<file path="config.mk">
export PLATFORM = sky130hd
export DESIGN_NAME = fpu_top
export DESIGN_NICKNAME = d
export VERILOG_FILES = /design/src/logic/fpu_pkg.sv /design/src/logic/fp_compare_unit.sv /design/src/logic/fp_issue_stage.sv /design/src/logic/fp_result_stage.sv /design/src/logic/fp_sign_class_unit.sv /design/src/logic/fpu_top.sv
export VERILOG_INCLUDE_DIRS = /design/src /design/src/logic
export SDC_FILE = /design/constraint.sdc
export NUM_CORES = 1
export LEC_CHECK = 0
export CELL_PAD_IN_SITES_DETAIL_PLACEMENT = 2
export CELL_PAD_IN_SITES_GLOBAL_PLACEMENT = 2
export CORE_MARGIN = 2
export CORE_UTILIZATION = 43
export CTS_BUF_LIST = sky130_fd_sc_hd__clkbuf_2 sky130_fd_sc_hd__clkbuf_4 sky130_fd_sc_hd__clkbuf_8
export DETAILED_ROUTE_END_ITERATION = 10
export DONT_BUFFER_PORTS = 1
export PLACE_DENSITY_LB_ADDON = 0.1
export SLEW_MARGIN = 25
export SYNTH_ARGS = -nofsm -noshare
export SYNTH_HDL_FRONTEND = slang
export SYNTH_HIERARCHICAL = 1
export SYNTH_SLANG_ARGS = --single-unit
export TNS_END_PERCENT = 1
</file>
<file path="constraint.sdc">
create_clock -name clk_i -period 3.75 [get_ports clk_i]
set_input_delay 0.75 -clock clk_i [delete_from_list [all_inputs] [get_ports clk_i]]
set_output_delay 0.75 -clock clk_i [all_outputs]
set_load 0.02 [all_outputs]
</file>
<file path="src/logic/fpu_defines.svh">
/*
 * Single precision field widths, instruction tag width
 * and the constant values shared by the FPU blocks
 */

`ifndef FPU_DEFINES_SVH
`define FPU_DEFINES_SVH

// =====================================================================
// Float format
// =====================================================================

`define FPU_FLOAT_WIDTH 32
`define FPU_EXP_WIDTH 8
`define FPU_MANT_WIDTH 23

// Positive quiet NaN, only the top mantissa bit set
`define FPU_CANONICAL_NAN 32'h7FC0_0000

// Number of bits in the FCLASS result mask
`define FPU_CLASS_WIDTH 10

// =====================================================================
// Instruction tag
// =====================================================================

`define FPU_TAG_WIDTH 6

`endif

</file>
<file path="src/logic/fpu_pkg.sv">
/*
 * FPU types: float layout, opcode enum, operand class flags
 * and the classify_float function
 */

`default_nettype none

`include "fpu_defines.svh"

package fpu_pkg;

    // IEEE 754 single precision layout
    typedef struct packed {
        logic                       sign;
        logic [`FPU_EXP_WIDTH-1:0]  exponent;
        logic [`FPU_MANT_WIDTH-1:0] mantissa;
    } float_t;

    // Compare group first, then the miscellaneous group
    typedef enum logic [3:0] {
        FEQ    = 4'd0,
        FLT    = 4'd1,
        FLE    = 4'd2,
        FMIN   = 4'd3,
        FMAX   = 4'd4,
        FSGNJ  = 4'd5,
        FSGNJN = 4'd6,
        FSGNJX = 4'd7,
        FCLASS = 4'd8
    } fpu_op_e;

    // A normal number has none of these flags set
    typedef struct packed {
        logic is_inf;
        logic is_zero;
        logic is_subnormal;
        logic is_snan;
        logic is_qnan;
    } float_class_t;

    function automatic float_class_t classify_float(input float_t value);
        float_class_t cls;
        logic         exp_ones;
        logic         exp_zero;
        logic         mant_zero;
        logic         quiet_bit;

        exp_ones  = &value.exponent;
        exp_zero  = ~|value.exponent;
        mant_zero = ~|value.mantissa;
        quiet_bit = value.mantissa[`FPU_MANT_WIDTH-1];

        cls.is_inf       = exp_ones & mant_zero;
        cls.is_zero      = exp_zero & mant_zero;
        cls.is_subnormal = exp_zero & ~mant_zero;
        // NaN payload with the quiet bit clear is signaling
        cls.is_qnan      = exp_ones & quiet_bit;
        cls.is_snan      = exp_ones & ~quiet_bit & ~mant_zero;
        return cls;
    endfunction

endpackage : fpu_pkg

`default_nettype wire

</file>
<file path="src/logic/fp_compare_unit.sv">
/*
 * Compare unit: FEQ, FLT, FLE, FMIN and FMAX on single precision
 * operands, with NaN handling and the invalid flag
 */

`timescale 1ns/1ps
`default_nettype none

`include "fpu_defines.svh"

module fp_compare_unit import fpu_pkg::*; (
    input  fpu_op_e      op_i,
    input  float_t       operand_a_i,
    input  float_t       operand_b_i,
    input  float_class_t class_a_i,
    input  float_class_t class_b_i,

    output float_t       result_o,
    output logic         invalid_o
);

// ======================================================================
// Shared relations
// ======================================================================

    logic nan_a;
    logic nan_b;
    logic any_nan;
    logic any_snan;
    logic both_zero;
    logic equal;
    logic a_below_b;
    logic less;
    logic mag_a_lt_b;
    logic mag_b_lt_a;

    assign nan_a    = class_a_i.is_snan | class_a_i.is_qnan;
    assign nan_b    = class_b_i.is_snan | class_b_i.is_qnan;
    assign any_nan  = nan_a | nan_b;
    assign any_snan = class_a_i.is_snan | class_b_i.is_snan;

    // +0 and -0 compare equal
    assign both_zero = class_a_i.is_zero & class_b_i.is_zero;
    assign equal     = (operand_a_i == operand_b_i) | both_zero;

    // Magnitude order from exponent and mantissa taken together
    assign mag_a_lt_b = {operand_a_i.exponent, operand_a_i.mantissa}
                      < {operand_b_i.exponent, operand_b_i.mantissa};
    assign mag_b_lt_a = {operand_b_i.exponent, operand_b_i.mantissa}
                      < {operand_a_i.exponent, operand_a_i.mantissa};

    // Sign magnitude order, -0 sits below +0 here
    always_comb begin
        case ({operand_a_i.sign, operand_b_i.sign})
            2'b10:   a_below_b = 1'b1;
            2'b01:   a_below_b = 1'b0;
            2'b00:   a_below_b = mag_a_lt_b;
            default: a_below_b = mag_b_lt_a;
        endcase
    end

    // Strict order for FLT and FLE ignores the zero sign
    assign less = a_below_b & ~both_zero;

// ======================================================================
// Operation select
// ======================================================================

    always_comb begin
        result_o  = '0;
        invalid_o = 1'b0;
        case (op_i)
            FEQ: begin
                result_o  = float_t'({{(`FPU_FLOAT_WIDTH-1){1'b0}}, equal & ~any_nan});
                invalid_o = any_snan;
            end
            FLT: begin
                result_o  = float_t'({{(`FPU_FLOAT_WIDTH-1){1'b0}}, less & ~any_nan});
                invalid_o = any_nan;
            end
            FLE: begin
                result_o  = float_t'({{(`FPU_FLOAT_WIDTH-1){1'b0}},
                                      (less | equal) & ~any_nan});
                invalid_o = any_nan;
            end
            FMIN, FMAX: begin
                // A single NaN yields the other operand
                if (nan_a && nan_b) begin
                    result_o = float_t'(`FPU_CANONICAL_NAN);
                end else if (nan_a) begin
                    result_o = operand_b_i;
                end else if (nan_b) begin
                    result_o = operand_a_i;
                end else if (a_below_b == (op_i == FMIN)) begin
                    result_o = operand_a_i;
                end else begin
                    result_o = operand_b_i;
                end
                invalid_o = any_snan;
            end
            default: begin
                result_o  = '0;
                invalid_o = 1'b0;
            end
        endcase
    end

endmodule : fp_compare_unit

`default_nettype wire

</file>
<file path="src/logic/fp_issue_stage.sv">
/*
 * Issue stage: first pipeline register of the FPU.
 * Classifies both operands, decodes the target unit
 * and carries the instruction tag.
 */

`timescale 1ns/1ps
`default_nettype none

`include "fpu_defines.svh"

module fp_issue_stage import fpu_pkg::*; (
    input  logic                      clk_i,
    input  logic                      rst_n_i,
    input  logic                      stall_i,
    input  logic                      flush_i,

    input  logic                      valid_i,
    input  fpu_op_e                   operation_i,
    input  float_t                    operand_a_i,
    input  float_t                    operand_b_i,
    input  logic [`FPU_TAG_WIDTH-1:0] tag_i,

    output fpu_op_e                   op_o,
    output float_t                    operand_a_o,
    output float_t                    operand_b_o,
    output float_class_t              class_a_o,
    output float_class_t              class_b_o,
    output logic [`FPU_TAG_WIDTH-1:0] tag_o,
    output logic                      cmp_valid_o,
    output logic                      misc_valid_o
);

// ======================================================================
// Unit decode
// ======================================================================

    logic is_cmp_op;
    logic is_misc_op;

    // Unknown encodings select no unit and are dropped
    always_comb begin
        is_cmp_op  = 1'b0;
        is_misc_op = 1'b0;
        case (operation_i)
            FEQ, FLT, FLE, FMIN, FMAX:     is_cmp_op  = 1'b1;
            FSGNJ, FSGNJN, FSGNJX, FCLASS: is_misc_op = 1'b1;
            default: begin
                is_cmp_op  = 1'b0;
                is_misc_op = 1'b0;
            end
        endcase
    end

// ======================================================================
// Pipeline register
// ======================================================================

    // Flush wins over stall
    always_ff @(posedge clk_i) begin
        if (!rst_n_i) begin
            cmp_valid_o  <= 1'b0;
            misc_valid_o <= 1'b0;
        end else if (flush_i) begin
            cmp_valid_o  <= 1'b0;
            misc_valid_o <= 1'b0;
        end else if (!stall_i) begin
            cmp_valid_o  <= valid_i & is_cmp_op;
            misc_valid_o <= valid_i & is_misc_op;
        end
    end

    // Payload, classification is done before the register
    always_ff @(posedge clk_i) begin
        if (!stall_i) begin
            op_o        <= operation_i;
            operand_a_o <= operand_a_i;
            operand_b_o <= operand_b_i;
            class_a_o   <= classify_float(operand_a_i);
            class_b_o   <= classify_float(operand_b_i);
            tag_o       <= tag_i;
        end
    end

    // At most one execution unit owns an issued operation
    one_unit_per_op: assert property (
        @(posedge clk_i) disable iff (!rst_n_i)
        !(cmp_valid_o && misc_valid_o)
    );

endmodule : fp_issue_stage

`default_nettype wire

</file>
<file path="src/logic/fp_result_stage.sv">
/*
 * Result stage: second pipeline register of the FPU.
 * Picks the active unit result and registers it with
 * valid, invalid and the tag.
 */

`timescale 1ns/1ps
`default_nettype none

`include "fpu_defines.svh"

module fp_result_stage import fpu_pkg::*; (
    input  logic                      clk_i,
    input  logic                      rst_n_i,
    input  logic                      stall_i,
    input  logic                      flush_i,

    input  logic                      cmp_valid_i,
    input  logic                      misc_valid_i,
    input  float_t                    cmp_result_i,
    input  float_t                    misc_result_i,
    input  logic                      cmp_invalid_i,
    input  logic [`FPU_TAG_WIDTH-1:0] tag_i,

    output float_t                    result_o,
    output logic [`FPU_TAG_WIDTH-1:0] tag_o,
    output logic                      valid_o,
    output logic                      invalid_o
);

    logic                      unit_active;
    float_t                    next_result;
    logic [`FPU_TAG_WIDTH-1:0] next_tag;
    logic                      next_invalid;

    assign unit_active = cmp_valid_i | misc_valid_i;

    // Idle cycles present all zeros
    always_comb begin
        if (cmp_valid_i) begin
            next_result = cmp_result_i;
        end else if (misc_valid_i) begin
            next_result = misc_result_i;
        end else begin
            next_result = '0;
        end
    end

    assign next_tag     = unit_active ? tag_i : '0;
    assign next_invalid = cmp_valid_i & cmp_invalid_i;

    // Outputs are cleared on flush too, so nothing stale shows
    always_ff @(posedge clk_i) begin
        if (!rst_n_i || flush_i) begin
            result_o  <= '0;
            tag_o     <= '0;
            valid_o   <= 1'b0;
            invalid_o <= 1'b0;
        end else if (!stall_i) begin
            result_o  <= next_result;
            tag_o     <= next_tag;
            valid_o   <= unit_active;
            invalid_o <= next_invalid;
        end
    end

    invalid_needs_valid: assert property (
        @(posedge clk_i) disable iff (!rst_n_i)
        invalid_o |-> valid_o
    );

endmodule : fp_result_stage

`default_nettype wire

</file>
<file path="src/logic/fp_sign_class_unit.sv">
/*
 * Miscellaneous unit: FSGNJ, FSGNJN and FSGNJX sign injection
 * and the ten-bit FCLASS mask
 */

`timescale 1ns/1ps
`default_nettype none

`include "fpu_defines.svh"

module fp_sign_class_unit import fpu_pkg::*; (
    input  fpu_op_e      op_i,
    input  float_t       operand_a_i,
    input  float_t       operand_b_i,
    input  float_class_t class_a_i,

    output float_t       result_o
);

// ======================================================================
// Class mask
// ======================================================================

    logic                        is_nan;
    logic                        is_normal;
    logic                        neg;
    logic [`FPU_CLASS_WIDTH-1:0] class_mask;

    assign is_nan    = class_a_i.is_snan | class_a_i.is_qnan;
    assign is_normal = ~(class_a_i.is_inf | class_a_i.is_zero
                         | class_a_i.is_subnormal | is_nan);
    assign neg       = operand_a_i.sign;

    // One hot, negative classes in the low half
    assign class_mask[0] = neg & class_a_i.is_inf;
    assign class_mask[1] = neg & is_normal;
    assign class_mask[2] = neg & class_a_i.is_subnormal;
    assign class_mask[3] = neg & class_a_i.is_zero;
    assign class_mask[4] = ~neg & class_a_i.is_zero;
    assign class_mask[5] = ~neg & class_a_i.is_subnormal;
    assign class_mask[6] = ~neg & is_normal;
    assign class_mask[7] = ~neg & class_a_i.is_inf;
    // NaN classes ignore the sign
    assign class_mask[8] = class_a_i.is_snan;
    assign class_mask[9] = class_a_i.is_qnan;

// ======================================================================
// Operation select
// ======================================================================

    always_comb begin
        // Sign injection keeps the magnitude of A
        result_o = operand_a_i;
        case (op_i)
            FSGNJ:  result_o.sign = operand_b_i.sign;
            FSGNJN: result_o.sign = ~operand_b_i.sign;
            FSGNJX: result_o.sign = operand_a_i.sign ^ operand_b_i.sign;
            FCLASS: begin
                result_o = float_t'({{(`FPU_FLOAT_WIDTH-`FPU_CLASS_WIDTH){1'b0}},
                                     class_mask});
            end
            default: result_o = '0;
        endcase
    end

endmodule : fp_sign_class_unit

`default_nettype wire

</file>
<file path="src/logic/fpu_top.sv">
/*
 * FPU top level: issue stage, compare unit,
 * sign and class unit, result stage
 */

`timescale 1ns/1ps
`default_nettype none

`include "fpu_defines.svh"

module fpu_top import fpu_pkg::*; (
    input  logic                      clk_i,
    input  logic                      rst_n_i,
    input  logic                      stall_i,
    input  logic                      flush_i,

    input  logic                      valid_i,
    input  fpu_op_e                   operation_i,
    input  float_t                    operand_a_i,
    input  float_t                    operand_b_i,
    input  logic [`FPU_TAG_WIDTH-1:0] tag_i,

    output float_t                    result_o,
    output logic [`FPU_TAG_WIDTH-1:0] tag_o,
    output logic                      valid_o,
    output logic                      invalid_o
);

// ======================================================================
// Issue
// ======================================================================

    fpu_op_e                   issue_op;
    float_t                    issue_operand_a;
    float_t                    issue_operand_b;
    float_class_t              issue_class_a;
    float_class_t              issue_class_b;
    logic [`FPU_TAG_WIDTH-1:0] issue_tag;
    logic                      cmp_valid;
    logic                      misc_valid;

    fp_issue_stage issue_stage_i (
        .clk_i        ( clk_i           ),
        .rst_n_i      ( rst_n_i         ),
        .stall_i      ( stall_i         ),
        .flush_i      ( flush_i         ),
        .valid_i      ( valid_i         ),
        .operation_i  ( operation_i     ),
        .operand_a_i  ( operand_a_i     ),
        .operand_b_i  ( operand_b_i     ),
        .tag_i        ( tag_i           ),
        .op_o         ( issue_op        ),
        .operand_a_o  ( issue_operand_a ),
        .operand_b_o  ( issue_operand_b ),
        .class_a_o    ( issue_class_a   ),
        .class_b_o    ( issue_class_b   ),
        .tag_o        ( issue_tag       ),
        .cmp_valid_o  ( cmp_valid       ),
        .misc_valid_o ( misc_valid      )
    );

// ======================================================================
// Execution units
// ======================================================================

    float_t cmp_result;
    logic   cmp_invalid;
    float_t misc_result;

    fp_compare_unit compare_unit_i (
        .op_i        ( issue_op        ),
        .operand_a_i ( issue_operand_a ),
        .operand_b_i ( issue_operand_b ),
        .class_a_i   ( issue_class_a   ),
        .class_b_i   ( issue_class_b   ),
        .result_o    ( cmp_result      ),
        .invalid_o   ( cmp_invalid     )
    );

    // Only operand A is classified for FCLASS
    fp_sign_class_unit sign_class_unit_i (
        .op_i        ( issue_op        ),
        .operand_a_i ( issue_operand_a ),
        .operand_b_i ( issue_operand_b ),
        .class_a_i   ( issue_class_a   ),
        .result_o    ( misc_result     )
    );

// ======================================================================
// Result
// ======================================================================

    fp_result_stage result_stage_i (
        .clk_i         ( clk_i       ),
        .rst_n_i       ( rst_n_i     ),
        .stall_i       ( stall_i     ),
        .flush_i       ( flush_i     ),
        .cmp_valid_i   ( cmp_valid   ),
        .misc_valid_i  ( misc_valid  ),
        .cmp_result_i  ( cmp_result  ),
        .misc_result_i ( misc_result ),
        .cmp_invalid_i ( cmp_invalid ),
        .tag_i         ( issue_tag   ),
        .result_o      ( result_o    ),
        .tag_o         ( tag_o       ),
        .valid_o       ( valid_o     ),
        .invalid_o     ( invalid_o   )
    );

endmodule : fpu_top

`default_nettype wire

</file>
### Word level (Yosys, flattened, before mapping)

Cells that the tools add are included.

* reduce and logical (&&, ||, !) cells: 23
* mux-type cells: 14
* eq/ne operators: 20
* $lt $le $gt $ge: 2
* bitwise logic cells: 45

Operators with widths (count)
* 32-bit two-way mux: 6
* 32-bit case mux with 4 select lines: 1
* 31-bit < comparator: 2
* 31-bit case mux with 2 select lines: 1
* 23-bit OR reduction: 2
* 32-bit equality test: 1
* 4-bit by 3-bit equality test with 1-bit output, second input constant: 8
* 1-bit bitwise AND: 26
* 4-bit by 2-bit equality test with 1-bit output, second input constant: 4
* 8-bit AND reduction: 2
* 8-bit OR reduction: 2
* 1-bit bitwise OR: 10
* 4-bit by 1-bit equality test with 1-bit output, second input constant: 2
* 4-bit equality test, second input constant: 2
* 4-bit zero test: 2
* 1-bit NOT: 8
* 6-bit two-way mux: 1
* 1-bit case mux with 3 select lines: 2
* 2-bit OR reduction: 3
* 3-bit OR reduction: 2
* 1-bit zero test: 5
* 5-bit OR reduction: 1
* 4-bit OR reduction: 1
* 2-bit by 1-bit equality test with 1-bit output, second input constant: 1
* other kinds (8): 9

* word-level logic and storage cells: 128
* bits in registers: 124
* output and inout bits: 40
* input port bits: 79

### Longest topological paths before layout

* depth in word-level cells: 9
* depth in mapped cells: 15
* gate-level depth less buffers: 12

### By module

Netlist, hierarchy kept.

By module, submodules not included
* fp_issue_stage: seq. area each 2562.5 sq um, instances 1, area an instance 2885.3 sq um, cells an instance 138
* fp_result_stage: seq. area each 800.8 sq um, instances 1, area an instance 2117.0 sq um, cells an instance 216
* fp_compare_unit: seq. area each 0.0 sq um, instances 1, area an instance 1771.7 sq um, cells an instance 264
* fp_sign_class_unit: seq. area each 0.0 sq um, instances 1, area an instance 336.6 sq um, cells an instance 46

### Worst setup path before layout

OpenSTA, ideal clock, no wires.

* path type: reg2reg
* start point: register issue_stage_i/operand_a_o[4] (netlist name)
* end point: register result_stage_i/result_o[1] (netlist name)
* clock period less this slack: 3078 ps
* library setup time: 86 ps
* data required time: 3664 ps
* buffers on the path: 2
* arrival: 2991 ps
* stages on the path, launching flop included: 15
* slack: 672 ps
* cells stage by stage: edfxtp_1 -> inv_1 -> ha_1 -> a211oi_2 -> nor2_1 -> o31ai_2 -> a21oi_4 -> o2111a_2 -> o211a_1 -> buf_6 -> buf_6 -> or4_1 -> a21oi_1 -> a21oi_1 -> a221oi_2

RTL lines
* start: declaration: line fp_issue_stage.sv:25 `output float_t operand_a_o,`
* start signal: assignment: line fp_issue_stage.sv:77 `operand_a_o <= operand_a_i;`

==> results.py <==
metrics = {
    "placement": {
        "io_buffers": 0,
        "pre_cts_ws_ns": 0.2101,
        "post_dp_cell_area_um2": 7201,
        "hpwl_mm": 15.50,
        "gp_congestion": 0.8051,
    },
    "routing": {
        "routed_wl_mm": 22.29,
        "ant_nets": 0,
        "vias": 5446,
        "drt_pass1_iterations": 8,
        "route.detailed.drc": 0,
        "avgRoutedWirePerCell_um": 25.28,
        "drt_iter0_markers": 309,
        "avgViaCountPerCell": 6.175,
    },
    "floorplan": {
        "initial_utilization_pct": 44.12,
        "die_w_um": 131.9,
        "io_pins": 119,
        "core_um2": 15940,
        "num_rows": 46,
        "die_area_um2": 17400,
        "die_height_um": 131.9,
    },
    "power_and_ir_drop": {
        "combPwrFrac_pct": 11.0,
        "p_leak_nw": 2.644,
        "switching_share_pct": 26.19,
        "p_int_w": 0.002558,
        "power.switching_w": 0.0009077,
        "p_total_w": 0.003465,
        "ir_worst_vdd_mv": 0.3790,
        "powerDensity_nw_per_um2": 449.5,
        "power_frac_seq_pct": 47.0,
        "pwr-share-clk_pct": 42.1,
    },
    "setup_path": {
        "cp_num_buf_inv": 2,
        "cp-end-kind": "flop",
        "r2r_slack_ns": 0.16,
        "crit_cells": 13,
        "cp_common_cell": "a21oi_1",
        "worst_ep_arrival_time_ns": 3.96,
        "cp-start-kind": "flop",
        "path_cells": "inv_1, ha_1, a21oi_1, o21ai_0, a221oi_4, a21oi_4, o2111a_2, o211a_1, buf_4, or4_1, a21oi_1, a21oi_1, a221oi_2",
        "cp_slowest_stage_delay_ns": 0.53,
        "rr_worst_depth": 13,
        "crit_type": "flop to flop",
        "slowest_stage": "or4_1",
        "required_ns": 4.12,
        "crit_fanout": 20,
        "crit_family": "compound AO/OA/AOI/OAI gates",
    },
    "grt": {
        "antenna_found_initial": 0,
        "grt_overflow_total": 0,
        "grt_use_total_pct": 26.03,
        "grt_pass1_wl_mm": 34.75,
        "grt_max_degree": 79,
        "grt_pass1_vias": 6058,
    },
    "final_layout": {
        "drive_above_1_share_pct": 16.67,
        "final_common_cell": "edfxtp_1",
        "nNetsFinal": 765,
        "final_area_um2": 7709,
        "n_antenna_cell": 0,
        "final_cell_mix": "edfxtp_1, a21oi_1, inv_1",
        "fill_cells": 1651,
        "areaGrowthSynthToFinish_pct": 9.587,
    },
    "sta": {
        "layout_setup_ws_ns": 0.1553,
        "period_needed_ns": 3.595,
        "fmax_mhz": 278.2,
        "whs_ns": 0.3752,
        "relSlewSlack_pct": 34.49,
        "post-route-period-util_pct": 95.86,
        "report.final.slew_viol_count": 0,
        "setup_violations": 0,
        "hold_viol_final": 0,
        "tightestPinTransition_ns": 0.9737,
        "skew_ns": 0.01301,
    },
    "synthesis": {
        "syn_area_um2": 7034,
        "ys_warn_count": 6,
        "synthesis.nets": 772,
        "synth.avg_cell_area_um2": 10.66,
        "synthesis.instances": 660,
    },
    "outcome": {
        "status": "complete, no violations",
    },
    "clocking": {
        "clock_path_buffers": 2,
        "root_buffer": "clkbuf_8",
        "htree_levels": 4,
        "clock_latency_ns": 0.46,
        "cts.sinks": 124,
        "clkTransAtPathRegs_ns": 0.08,
        "cts_tree": "built",
        "cts_buffers": 17,
    },
    "flow_run": {
        "cap_viol_max_count": 0,
    },
    "min_path": {
        "hp-class": "primary input to flop",
        "whs_path_depth": 1,
    },
}
==> layer usage <==
layer	track usage, %	routed length [um]
met4	9.903	632
met2	46.33	11510
met5	0	0
met3	7.113	1219
met1	29.74	8928
==> metrics by stage <==
step | util (%) | TNS [ns] | cells
after CTS | 48.19 | 0 | 882
after detailed placement | 45.17 | 0 | 850
after global routing | 48.35 | -0.08519 | 882
final | 48.35 | 0 | 882
after global placement | 45.15 | 0 | 850
after floorplan | - | 0 | 660
==> worst paths after layout <==
check	from	endpoint
worst max-delay path	issue_stage_i/operand_a_o[8]$_DFFE_PN_	result_stage_i/result_o[9]$_SDFFE_PP0N_
worst min-delay path	stall_i	result_stage_i/result_o[29]$_SDFFE_PP0N_
worst max register to register	issue_stage_i/operand_a_o[8]$_DFFE_PN_	result_stage_i/result_o[9]$_SDFFE_PP0N_
worst min register to register	result_stage_i/valid_o$_SDFFE_PP0N_	result_stage_i/valid_o$_SDFFE_PP0N_
==> power groups by stage <==
| stage | combinational, W | sequential [W] | clock [W] |
|---|---|---|---|
| after floorplan | 0.000286 | 0.00162 | 0 |
| after detailed placement | 0.000369 | 0.00166 | 0 |
| final | 0.000380 | 0.00163 | 0.00146 |
| after global routing | 0.000424 | 0.00164 | 0.00154 |
| after CTS | 0.000375 | 0.00163 | 0.00148 |
| after global placement | 0.000349 | 0.00166 | 0 |
==> worst reg2reg max path, stage by stage, from the launching register on <==
cell and delay, ns:
edfxtp_1 0.41, inv_1 0.11, ha_1 0.25, a21oi_1 0.14, o21ai_0 0.18, a221oi_4 0.36, a21oi_4 0.12, o2111a_2 0.32
o211a_1 0.31, buf_4 0.22, or4_1 0.53, a21oi_1 0.19, a21oi_1 0.11, a221oi_2 0.26
==> state kept, by name (all words and copies together), names as in the netlist <==
signal and cells:
issue_stage_i/misc_valid_o 1, issue_stage_i/class_a_o 5, issue_stage_i/op_o 4, result_stage_i/valid_o 1
issue_stage_i/class_b_o 3, issue_stage_i/tag_o 6, issue_stage_i/cmp_valid_o 1, result_stage_i/tag_o 6
issue_stage_i/operand_a_o 32, issue_stage_i/operand_b_o 32, result_stage_i/invalid_o 1, result_stage_i/result_o 32
==> cell type report <==
class                           count  area (um^2)  share of cell area (%)
Sequential cell                   124         3308                   42.92
Multi-Input combinational cell    424         3251                   42.17
Tap cell                          216        270.3                   3.506
Inverter                           70        264.0                   3.425
Clock buffer                       18        241.5                   3.133
Clock inverter                     14        241.5                   3.133
Timing Repair Buffer               16        132.6                   1.720
==> what timing repair did <==
item                                    CTS  global route
resized for setup                         0             4
hold buffers                              0             0
endpoints found under the hold margin     0             0
endpoints found under the setup margin    0             2
setup buffers                             0             0
(Power assumes the default switching activity.)
